**src/logic/atop_macros.svh**
```systemverilog
// --------------------
// Width and depth macros of the atomic resolver
// --------------------
`ifndef ATOP_MACROS_SVH
`define ATOP_MACROS_SVH

// Data and address width
`define ATOP_DATA_W 32

// Request ID width
`define ATOP_ID_W 4

// Byte enables per word
`define ATOP_BE_W 4

// Outstanding responses held for the core
`define ATOP_RSP_DEPTH 2

`endif

```
**src/logic/atop_pkg.sv**
```systemverilog
// --------------------
// Atomic opcode enum and controller state enum
// Read-modify-write classification shared by RTL and model
// --------------------
package atop_pkg;

  // RISC-V AMO funct5 codes with bit 5 set, zero for plain accesses
  typedef enum logic [5:0] {
    AMO_NONE = 6'h00,
    AMO_ADD  = 6'h20,
    AMO_SWAP = 6'h21,
    AMO_LR   = 6'h22,
    AMO_SC   = 6'h23,
    AMO_XOR  = 6'h24,
    AMO_OR   = 6'h28,
    AMO_AND  = 6'h2C,
    AMO_MIN  = 6'h30,
    AMO_MAX  = 6'h34,
    AMO_MINU = 6'h38,
    AMO_MAXU = 6'h3C
  } atop_e;

  // Resolver FSM, the write-back is issued straight from the ALU
  typedef enum logic {
    IDLE,
    DO_AMO
  } amo_state_e;

  // Atomics other than LR/SC need a read and a locked write-back
  function automatic logic is_amo_rmw(atop_e op);
    return op[5] && !(op inside {AMO_LR, AMO_SC});
  endfunction

endpackage

```
**src/logic/amo_controller.sv**
```systemverilog
// --------------------
// Atomic FSM and memory request mux
// Forwards core requests, issues the AMO write-back
// --------------------
`timescale 1ns/1ps
`include "atop_macros.svh"

module amo_controller (
  input  logic                    clk_i,
  input  logic                    rst_ni,
  input  logic                    req_i,
  input  logic [`ATOP_DATA_W-1:0] addr_i,
  input  logic                    we_i,
  input  logic [`ATOP_DATA_W-1:0] wdata_i,
  input  logic [`ATOP_BE_W-1:0]   be_i,
  input  logic [`ATOP_ID_W-1:0]   aid_i,
  input  atop_pkg::atop_e         atop_i,
  input  logic                    rsp_ready_i,
  input  logic                    mem_gnt_i,
  input  logic                    sc_success_i,
  input  logic [`ATOP_DATA_W-1:0] amo_result_i,
  output logic                    gnt_o,
  output logic                    mem_req_o,
  output logic [`ATOP_DATA_W-1:0] mem_addr_o,
  output logic                    mem_we_o,
  output logic [`ATOP_DATA_W-1:0] mem_wdata_o,
  output logic [`ATOP_BE_W-1:0]   mem_be_o,
  output logic [`ATOP_ID_W-1:0]   mem_aid_o,
  output atop_pkg::atop_e         amo_op_o,
  output logic [`ATOP_DATA_W-1:0] amo_operand_o,
  output logic                    wb_pending_o
);
  import atop_pkg::*;

  amo_state_e              state_q, state_d;
  logic                    amo_busy;
  logic                    load_amo;
  atop_e                   op_q;
  logic [`ATOP_DATA_W-1:0] addr_q;
  logic [`ATOP_DATA_W-1:0] operand_q;
  logic                    wb_pending_q;

  // The memory port is claimed while the write-back is outstanding
  assign amo_busy = (state_q == DO_AMO);
  assign gnt_o    = rsp_ready_i & mem_gnt_i & ~amo_busy;
  assign load_amo = req_i & gnt_o & is_amo_rmw(atop_i);

  assign amo_op_o      = op_q;
  assign amo_operand_o = operand_q;
  assign wb_pending_o  = wb_pending_q;

  always_comb begin
    state_d     = state_q;
    mem_req_o   = req_i & rsp_ready_i;
    mem_addr_o  = addr_i;
    // A successful SC becomes a plain store
    mem_we_o    = we_i | (sc_success_i & (atop_i == AMO_SC));
    mem_wdata_o = wdata_i;
    mem_be_o    = be_i;
    mem_aid_o   = aid_i;
    unique case (state_q)
      IDLE: begin
        if (load_amo) begin
          state_d = DO_AMO;
        end
      end
      DO_AMO: begin
        mem_req_o   = 1'b1;
        mem_addr_o  = addr_q;
        mem_we_o    = 1'b1;
        mem_wdata_o = amo_result_i;
        mem_be_o    = {`ATOP_BE_W{1'b1}};
        if (mem_gnt_i) begin
          state_d = IDLE;
        end
      end
      default: state_d = IDLE;
    endcase
  end

  always_ff @(posedge clk_i or negedge rst_ni) begin
    if (!rst_ni) begin
      state_q      <= IDLE;
      op_q         <= AMO_NONE;
      wb_pending_q <= 1'b0;
    end else begin
      state_q      <= state_d;
      // Marks the cycle in which the write-back answer returns
      wb_pending_q <= amo_busy & mem_gnt_i;
      if (load_amo) begin
        op_q <= atop_i;
      end
    end
  end

  always_ff @(posedge clk_i) begin
    if (load_amo) begin
      addr_q    <= addr_i;
      operand_q <= wdata_i;
    end
  end

endmodule

```
**src/logic/amo_alu.sv**
```systemverilog
// --------------------
// AMO ALU with loaded-word register
// --------------------
`timescale 1ns/1ps
`include "atop_macros.svh"

module amo_alu (
  input  logic                    clk_i,
  input  logic                    rst_ni,
  input  logic                    mem_rvalid_i,
  input  logic [`ATOP_DATA_W-1:0] mem_rdata_i,
  input  atop_pkg::atop_e         amo_op_i,
  input  logic [`ATOP_DATA_W-1:0] amo_operand_i,
  output logic [`ATOP_DATA_W-1:0] amo_result_o
);
  import atop_pkg::*;

  logic [`ATOP_DATA_W-1:0] loaded_q;
  logic [`ATOP_DATA_W-1:0] loaded;
  logic [`ATOP_DATA_W:0]   add_a;
  logic [`ATOP_DATA_W:0]   add_b;
  logic [`ATOP_DATA_W:0]   add_sum;
  logic                    is_cmp;
  logic                    cmp_signed;
  logic                    lt;

  always_ff @(posedge clk_i or negedge rst_ni) begin
    if (!rst_ni) begin
      loaded_q <= '0;
    end else if (mem_rvalid_i) begin
      loaded_q <= mem_rdata_i;
    end
  end

  // Forward the old word in the cycle it arrives
  assign loaded = mem_rvalid_i ? mem_rdata_i : loaded_q;

  // --------------------
  // Shared 33-bit adder
  // --------------------
  assign is_cmp     = amo_op_i inside {AMO_MAX, AMO_MIN, AMO_MAXU, AMO_MINU};
  assign cmp_signed = amo_op_i inside {AMO_MAX, AMO_MIN};

  always_comb begin
    add_a = {cmp_signed & loaded[`ATOP_DATA_W-1], loaded};
    add_b = {cmp_signed & amo_operand_i[`ATOP_DATA_W-1], amo_operand_i};
    // Compares compute loaded - operand, carry in supplies the +1
    if (is_cmp) begin
      add_b = ~add_b;
    end
  end

  assign add_sum = add_a + add_b + {{`ATOP_DATA_W{1'b0}}, is_cmp};
  // Sign of the extended difference, loaded < operand
  assign lt      = add_sum[`ATOP_DATA_W];

  always_comb begin
    unique case (amo_op_i)
      AMO_SWAP:           amo_result_o = amo_operand_i;
      AMO_ADD:            amo_result_o = add_sum[`ATOP_DATA_W-1:0];
      AMO_AND:            amo_result_o = loaded & amo_operand_i;
      AMO_OR:             amo_result_o = loaded | amo_operand_i;
      AMO_XOR:            amo_result_o = loaded ^ amo_operand_i;
      AMO_MAX, AMO_MAXU:  amo_result_o = lt ? amo_operand_i : loaded;
      AMO_MIN, AMO_MINU:  amo_result_o = lt ? loaded : amo_operand_i;
      default:            amo_result_o = '0;
    endcase
  end

endmodule

```
**src/logic/lrsc_reservation.sv**
```systemverilog
// --------------------
// LR/SC reservation register
// SC success, registered SC flags for the response
// --------------------
`timescale 1ns/1ps
`include "atop_macros.svh"

module lrsc_reservation (
  input  logic                    clk_i,
  input  logic                    rst_ni,
  input  logic                    core_fire_i,
  input  logic [`ATOP_DATA_W-1:0] addr_i,
  input  logic                    we_i,
  input  logic [`ATOP_ID_W-1:0]   aid_i,
  input  atop_pkg::atop_e         atop_i,
  output logic                    sc_success_d_o,
  output logic                    sc_pending_o,
  output logic                    sc_success_o
);
  import atop_pkg::*;

  logic                    res_valid_q, res_valid_d;
  logic [`ATOP_DATA_W-1:0] res_addr_q;
  logic [`ATOP_ID_W-1:0]   res_id_q;
  logic                    place;
  logic                    kill;
  logic                    sc_own;
  logic                    sc_pending_q;
  logic                    sc_success_q;

  // New LR only when free or already held by this ID, avoids live-lock
  assign place = (atop_i == AMO_LR) & (!res_valid_q | (res_id_q == aid_i));

  // Stores and RMW atomics from other IDs break the reservation
  assign kill = res_valid_q & (aid_i != res_id_q) & (addr_i == res_addr_q) &
                (we_i | is_amo_rmw(atop_i));

  assign sc_own         = res_valid_q & (atop_i == AMO_SC) & (aid_i == res_id_q);
  assign sc_success_d_o = sc_own & (addr_i == res_addr_q);

  always_comb begin
    res_valid_d = res_valid_q;
    if (core_fire_i) begin
      if (place) begin
        res_valid_d = 1'b1;
      end
      if (kill || sc_own) begin
        res_valid_d = 1'b0;
      end
    end
  end

  always_ff @(posedge clk_i or negedge rst_ni) begin
    if (!rst_ni) begin
      res_valid_q  <= 1'b0;
      sc_pending_q <= 1'b0;
      sc_success_q <= 1'b0;
    end else begin
      res_valid_q  <= res_valid_d;
      sc_pending_q <= core_fire_i & (atop_i == AMO_SC);
      sc_success_q <= core_fire_i & sc_success_d_o;
    end
  end

  always_ff @(posedge clk_i) begin
    if (core_fire_i && place) begin
      res_addr_q <= addr_i;
      res_id_q   <= aid_i;
    end
  end

  assign sc_pending_o = sc_pending_q;
  assign sc_success_o = sc_success_q;

endmodule

```
**src/logic/rsp_buffer.sv**
```systemverilog
// --------------------
// In-order response buffer
// ID and data queues, outstanding counter for back-pressure
// --------------------
`timescale 1ns/1ps
`include "atop_macros.svh"

module rsp_buffer (
  input  logic                    clk_i,
  input  logic                    rst_ni,
  input  logic                    core_fire_i,
  input  logic [`ATOP_ID_W-1:0]   aid_i,
  input  logic                    mem_rvalid_i,
  input  logic                    wb_pending_i,
  input  logic [`ATOP_DATA_W-1:0] mem_rdata_i,
  input  logic                    mem_err_i,
  input  logic                    sc_pending_i,
  input  logic                    sc_success_i,
  input  logic                    rready_i,
  output logic                    rsp_ready_o,
  output logic                    rvalid_o,
  output logic [`ATOP_DATA_W-1:0] rdata_o,
  output logic [`ATOP_ID_W-1:0]   rid_o,
  output logic                    err_o,
  output logic                    exokay_o
);
  localparam int unsigned DEPTH = `ATOP_RSP_DEPTH;
  localparam int unsigned PTR_W = $clog2(DEPTH);
  localparam int unsigned CNT_W = PTR_W + 1;

  logic [`ATOP_ID_W-1:0]   id_mem   [DEPTH];
  logic [`ATOP_DATA_W-1:0] data_mem [DEPTH];
  logic                    err_mem  [DEPTH];
  logic                    ok_mem   [DEPTH];
  logic [PTR_W-1:0]        rd_ptr_q;
  logic [PTR_W-1:0]        id_wr_q;
  logic [PTR_W-1:0]        data_wr_q;
  logic [CNT_W-1:0]        id_cnt_q;
  logic [CNT_W-1:0]        data_cnt_q;
  logic                    push_data;
  logic                    pop;
  logic [`ATOP_DATA_W-1:0] rdata_in;
  logic                    exokay_in;

  // Write-back answers never reach the core
  assign push_data = mem_rvalid_i & ~wb_pending_i;

  // SC returns 0 on success and 1 on failure
  assign rdata_in  = sc_pending_i ? {{(`ATOP_DATA_W-1){1'b0}}, ~sc_success_i} : mem_rdata_i;
  assign exokay_in = sc_pending_i & sc_success_i;

  // Both queues share the read pointer since they pop together
  assign rvalid_o    = (id_cnt_q != '0) & ((data_cnt_q != '0) | push_data);
  assign pop         = rvalid_o & rready_i;
  assign rsp_ready_o = (id_cnt_q < CNT_W'(DEPTH));
  assign rid_o       = id_mem[rd_ptr_q];

  // Empty data queue falls through
  always_comb begin
    if (data_cnt_q == '0) begin
      rdata_o  = rdata_in;
      err_o    = mem_err_i;
      exokay_o = exokay_in;
    end else begin
      rdata_o  = data_mem[rd_ptr_q];
      err_o    = err_mem[rd_ptr_q];
      exokay_o = ok_mem[rd_ptr_q];
    end
  end

  // --------------------
  // Pointers and counters
  // --------------------
  always_ff @(posedge clk_i or negedge rst_ni) begin
    if (!rst_ni) begin
      rd_ptr_q   <= '0;
      id_wr_q    <= '0;
      data_wr_q  <= '0;
      id_cnt_q   <= '0;
      data_cnt_q <= '0;
    end else begin
      rd_ptr_q   <= rd_ptr_q + PTR_W'(pop);
      id_wr_q    <= id_wr_q + PTR_W'(core_fire_i);
      data_wr_q  <= data_wr_q + PTR_W'(push_data);
      id_cnt_q   <= id_cnt_q + CNT_W'(core_fire_i) - CNT_W'(pop);
      data_cnt_q <= data_cnt_q + CNT_W'(push_data) - CNT_W'(pop);
    end
  end

  always_ff @(posedge clk_i) begin
    if (core_fire_i) begin
      id_mem[id_wr_q] <= aid_i;
    end
    if (push_data) begin
      data_mem[data_wr_q] <= rdata_in;
      err_mem[data_wr_q]  <= mem_err_i;
      ok_mem[data_wr_q]   <= exokay_in;
    end
  end

endmodule

```
**src/logic/atop_resolver.sv**
```systemverilog
// --------------------
// Atomic resolver top level
// Controller, reservation, ALU and response buffer
// --------------------
`timescale 1ns/1ps
`include "atop_macros.svh"

module atop_resolver (
  input  logic                    clk_i,
  input  logic                    rst_ni,
  // Core side
  input  logic                    req_i,
  input  logic [`ATOP_DATA_W-1:0] addr_i,
  input  logic                    we_i,
  input  logic [`ATOP_DATA_W-1:0] wdata_i,
  input  logic [`ATOP_BE_W-1:0]   be_i,
  input  logic [`ATOP_ID_W-1:0]   aid_i,
  input  atop_pkg::atop_e         atop_i,
  input  logic                    rready_i,
  output logic                    gnt_o,
  output logic                    rvalid_o,
  output logic [`ATOP_DATA_W-1:0] rdata_o,
  output logic [`ATOP_ID_W-1:0]   rid_o,
  output logic                    err_o,
  output logic                    exokay_o,
  // Memory side
  output logic                    mem_req_o,
  output logic [`ATOP_DATA_W-1:0] mem_addr_o,
  output logic                    mem_we_o,
  output logic [`ATOP_DATA_W-1:0] mem_wdata_o,
  output logic [`ATOP_BE_W-1:0]   mem_be_o,
  output logic [`ATOP_ID_W-1:0]   mem_aid_o,
  input  logic                    mem_gnt_i,
  input  logic                    mem_rvalid_i,
  input  logic [`ATOP_DATA_W-1:0] mem_rdata_i,
  input  logic                    mem_err_i
);
  import atop_pkg::*;

  logic                    core_gnt;
  logic                    core_fire;
  logic                    rsp_ready;
  logic                    sc_success_d;
  logic                    sc_pending_q;
  logic                    sc_success_q;
  logic                    wb_pending;
  atop_e                   amo_op;
  logic [`ATOP_DATA_W-1:0] amo_operand;
  logic [`ATOP_DATA_W-1:0] amo_result;

  assign gnt_o     = core_gnt;
  assign core_fire = req_i & core_gnt;

  amo_controller u_ctrl (
    .clk_i         (clk_i),
    .rst_ni        (rst_ni),
    .req_i         (req_i),
    .addr_i        (addr_i),
    .we_i          (we_i),
    .wdata_i       (wdata_i),
    .be_i          (be_i),
    .aid_i         (aid_i),
    .atop_i        (atop_i),
    .rsp_ready_i   (rsp_ready),
    .mem_gnt_i     (mem_gnt_i),
    .sc_success_i  (sc_success_d),
    .amo_result_i  (amo_result),
    .gnt_o         (core_gnt),
    .mem_req_o     (mem_req_o),
    .mem_addr_o    (mem_addr_o),
    .mem_we_o      (mem_we_o),
    .mem_wdata_o   (mem_wdata_o),
    .mem_be_o      (mem_be_o),
    .mem_aid_o     (mem_aid_o),
    .amo_op_o      (amo_op),
    .amo_operand_o (amo_operand),
    .wb_pending_o  (wb_pending)
  );

  amo_alu u_alu (
    .clk_i         (clk_i),
    .rst_ni        (rst_ni),
    .mem_rvalid_i  (mem_rvalid_i),
    .mem_rdata_i   (mem_rdata_i),
    .amo_op_i      (amo_op),
    .amo_operand_i (amo_operand),
    .amo_result_o  (amo_result)
  );

  lrsc_reservation u_lrsc (
    .clk_i          (clk_i),
    .rst_ni         (rst_ni),
    .core_fire_i    (core_fire),
    .addr_i         (addr_i),
    .we_i           (we_i),
    .aid_i          (aid_i),
    .atop_i         (atop_i),
    .sc_success_d_o (sc_success_d),
    .sc_pending_o   (sc_pending_q),
    .sc_success_o   (sc_success_q)
  );

  rsp_buffer u_rsp (
    .clk_i        (clk_i),
    .rst_ni       (rst_ni),
    .core_fire_i  (core_fire),
    .aid_i        (aid_i),
    .mem_rvalid_i (mem_rvalid_i),
    .wb_pending_i (wb_pending),
    .mem_rdata_i  (mem_rdata_i),
    .mem_err_i    (mem_err_i),
    .sc_pending_i (sc_pending_q),
    .sc_success_i (sc_success_q),
    .rready_i     (rready_i),
    .rsp_ready_o  (rsp_ready),
    .rvalid_o     (rvalid_o),
    .rdata_o      (rdata_o),
    .rid_o        (rid_o),
    .err_o        (err_o),
    .exokay_o     (exokay_o)
  );

endmodule

```
**config.mk**
```make
export PLATFORM = sky130hd
export DESIGN_NAME = atop_resolver
export DESIGN_NICKNAME = d
export VERILOG_FILES = /design/src/logic/atop_pkg.sv /design/src/logic/amo_controller.sv /design/src/logic/amo_alu.sv /design/src/logic/lrsc_reservation.sv /design/src/logic/rsp_buffer.sv /design/src/logic/atop_resolver.sv
export VERILOG_INCLUDE_DIRS = /design/src /design/src/logic
export SDC_FILE = /design/constraint.sdc
export NUM_CORES = 1
export LEC_CHECK = 0
export CORE_MARGIN = 1.5
export CORE_UTILIZATION = 47
export DETAILED_ROUTE_END_ITERATION = 6
export DONT_BUFFER_PORTS = 1
export GPL_ROUTABILITY_DRIVEN = 0
export HOLD_SLACK_MARGIN = 0.12
export PLACE_DENSITY = 0.67
export SKIP_LAST_GASP = 1
export SYNTH_ARGS = -nofsm -noshare
export SYNTH_HDL_FRONTEND = slang
export SYNTH_SLANG_ARGS = --single-unit
```
**constraint.sdc**
```tcl
create_clock -name clk_i -period 5.7 [get_ports clk_i]
set_input_delay 0.285 -clock clk_i [delete_from_list [all_inputs] [get_ports clk_i]]
set_output_delay 0.285 -clock clk_i [all_outputs]
set_load 0.02 [all_outputs]
```
==> results.toml <==
[pwr]
p_per_area_nw_per_um2 = 438
p_int_mw = 4.19
power_switching_share_pct = 41.8
static-leakage-power_nw = 6.47
p_clk_share_pct = 22.7
irDropWorstVdd_uv = 295
p_seq_share_pct = 29.3
power.total_mw = 7.20
switchingPower_mw = 3.01
power_frac_comb_pct = 48.0

[timing]
fin_crit_ns = 5.35
fin_crit_sh_pct = 93.9
drv_slew = 0
slew_headroom_pct = 20.2
fmaxAchievable_ghz = 0.187
hold_viol = 0
setup_viol = 0
rsz0062_at_grt = "false"
holdWs_ns = 0.173
worstMarginPinSlew_ns = 1.20
tns_ns = 0
finClkSkew_ns = 0.0139

[cts]
cts_root_buffer = "clkbuf_16"
cts_tree = "built"
htreeDepth = 1
cts_buffer_depth = 3
clkTransAtPathRegs_ns = 0.06
clkSinkCount = 226
post_cts_buffers = 0
cts_buffers = 25
clk_latency_ns = 0.55

[yosys]
synth-main-ff-cell = "edfxtp_1"
synth_edf_count = 176
synth_nets = 1471
ys_async_sr_fraction_pct = 22.1
ys_types = 71
synth_seq_area_share_pct = 47.3
synthesis.area_sq_um = 13800
syn_avg_cell_area_sq_um = 11.1
synth_warnings = 0
ys_ff_latch = 226
syn_inst = 1249

[drt]
wl_per_cell_um = 21.1
firstDrtPassIters = 5
wl_met2_um = 17300
routed.top_layer = "met4"
wl_met3_um = 2820
drt_iter0_markers = 874
routed_wl_um = 37300
drc = 0
vias_per_cell = 5.89
wl_met1_um = 16100
vias = 10400
ant_nets = 0

[die]
die_x_um = 174
dieArea_sq_um = 30400
io_pins = 232
start_util_pct = 47.9
fp.dieH_um = 174
std_cell_rows = 62
core_sq_um = 28900

[worst_setup_path]
critPathKind = "input pin to output pin"
start_kind = "input pin"
worstPathRequired_ns = 5.41
critical_path.max_fanout = 25
end_kind = "output pin"
arrival_ns = 5.07

[finish]
layout_commonest_cell = "edfxtp_1"
area_growth_pct = 18.9
final_cell_mix = "edfxtp_1, dlygate4sd3_1, ha_1"
drive_gt1_share_pct = 10.8
n_antenna_cell = 0
finalInstanceArea_sq_um = 16400
final_cells = 1770
nets = 1590

[grt]
grt_usage_pct = 24.2
grt_pass1_vias = 10200
gr-total-overflow = 0
antenna_found_initial = 0
grt_max_degree = 74
grt_pass1_wl_um = 57800

[placed_design]
post_dp_cell_area_sq_um = 14200
placed_cells = 1584
dp.final_hpwl_um = 25100
io_buffer_count = 0

[status]
status = "complete, no violations"

[run]
maxCapViolations = 0

[min_path]
hp-class = "input pin to flip-flop"
[cell type report]
cell class,count,area (sq um)
clock buffer,34,669
clock inverter,11,151
fill,2462,12400
inverter,88,330
multi-input combinational,868,6690
sequential,226,6540
tap,384,480
timing repair buffer,159,1560
[logic make-up (layout without fill, tap and decap cells)]
| group | Yosys count | after routing | share of synthesized area (%) |
|---|---|---|---|
| xor gates and xnor gates | 96 | 96 | 6.08 |
| AOI/OAI and AO/OA | 294 | 294 | 14.4 |
| buffers and inverters | 155 | 292 | 4.48 |
| DFF | 226 | 226 | 47.3 |
| muxes | 113 | 113 | 8.92 |
| and+or+nand+nor | 261 | 261 | 9.34 |
| adders and majority gates | 104 | 104 | 9.47 |
[cells in the mapped netlist (3+ instances only)]
cell	n	area (sq um)
edfxtp_1	176	5290
ha_1	103	1290
a21oi_1	99	495
inv_1	87	327
nor2_1	78	293
mux2_2	68	766
nand2_1	59	221
clkbuf_1	52	195
dfrtp_1	50	1250
xnor2_1	49	429
xor2_1	47	412
a221oi_1	46	403
o21ai_0	45	225
mux2i_1	43	430
nor2b_1	38	238
nand3_1	17	85.1
a21o_1	16	120
o221ai_1	13	114
nor4_1	9	56.3
and3_1	8	50.1
nand2b_1	8	50.1
o2111ai_1	8	70.1
o211ai_1	8	60.1
a22oi_1	7	52.6
and2_1	7	43.8
or3_1	7	43.8
a31oi_1	6	37.5
nor3_1	6	30.0
o21ai_1	6	30.0
or2_2	6	37.5
a221o_1	5	50.1
buf_1	5	18.8
buf_4	5	37.5
nand4_1	5	31.3
nand3b_1	4	30.0
o21a_1	4	30.0
a222oi_1	3	30.0
buf_2	3	15.0
o31ai_1	3	22.5
[sequential cells by signal, indices dropped and copies added (netlist names)]
| register | cells |
|---|---|
| u_rsp.data_wr_q | 1 |
| u_ctrl.addr_q | 32 |
| u_lrsc.res_valid_q | 1 |
| u_lrsc.res_addr_q | 32 |
| u_lrsc.res_id_q | 4 |
| u_rsp.ok_mem | 2 |
| u_ctrl.amo_busy | 1 |
| u_rsp.rd_ptr_q | 1 |
| u_ctrl.wb_pending_o | 1 |
| u_ctrl.amo_op_o | 6 |
| u_lrsc.sc_success_o | 1 |
| u_lrsc.sc_pending_o | 1 |
| u_rsp.id_wr_q | 1 |
| u_rsp.data_cnt_q | 2 |
| u_rsp.id_cnt_q | 2 |
| u_rsp.err_mem | 2 |
| u_rsp.data_mem | 64 |
| u_rsp.id_mem | 8 |
| u_ctrl.amo_operand_o | 32 |
| u_alu.loaded_q | 32 |
[what timing repair did]
| item | in CTS | in global routing |
|---|---|---|
| setup endpoints to repair | 0 | 4 |
| hold buffers | 141 | 0 |
| hold endpoints to repair | 267 | 0 |
| resized for setup | 0 | 2 |
[power groups by stage]
stage,Sequential [mW],Clock [mW],Combinational (mW)
after floorplan,2.09,0,2.66
after global placement,2.13,0,3.25
after detailed placement,2.14,0,3.28
after CTS,2.11,1.67,3.41
after global routing,2.13,1.73,3.74
final,2.11,1.63,3.46
[worst paths after layout]
| kind | startpoint | end | slack (ns) | depth (start not counted) |
|---|---|---|---|---|
| worst max-delay path | mem_rdata_i[15] | mem_wdata_o[17] | 0.35 | 14 |
| worst min-delay path | atop_i[1] | u_lrsc.sc_pending_o$_DFF_PN0_ | 0.17 | 3 |
| worst max register to register | u_rsp.id_cnt_q[1]$_DFF_PN0_ | u_ctrl.amo_operand_o[13]$_DFFE_PP_ | 2.06 | 6 |
| worst min register to register | u_rsp.data_cnt_q[1]$_DFF_PN0_ | u_rsp.data_cnt_q[1]$_DFF_PN0_ | 0.47 | 1 |
| max in group asynchronous | rst_ni | u_ctrl.amo_busy$_DFF_PN0_ | 5.13 | 2 |
| min in group asynchronous | rst_ni | u_alu.loaded_q[18]$_DFF_PN0_ | 0.30 | 2 |
[metrics by stage]
step | util (%) | setup slack (ns)
floorplan | - | 1.09
global placement | 49.1 | 0.975
detailed placement | 49.1 | 0.848
CTS | 56.9 | 0.264
global route | 56.9 | 0.158
finish | 56.9 | 0.347
[layer usage]
layer,global-route usage (%),vias up
li1,-,4848
met1,33.4,5027
met2,39.3,452
met3,3.54,91
met4,7.33,0
met5,0,-
[critical path, stage by stage]
cell           delay (ns)
dlygate4sd3_1        0.63
mux2i_1              0.22
dlygate4sd3_1        0.58
inv_1                0.10
ha_1                 0.39
a21oi_1              0.28
o21ai_1              0.12
a311oi_1             0.43
nor3b_2              0.30
a211oi_2             0.13
or3_1                0.42
nand2_2              0.48
a221oi_1             0.19
a21oi_1              0.50
Power figures use the tool's default switching activity.
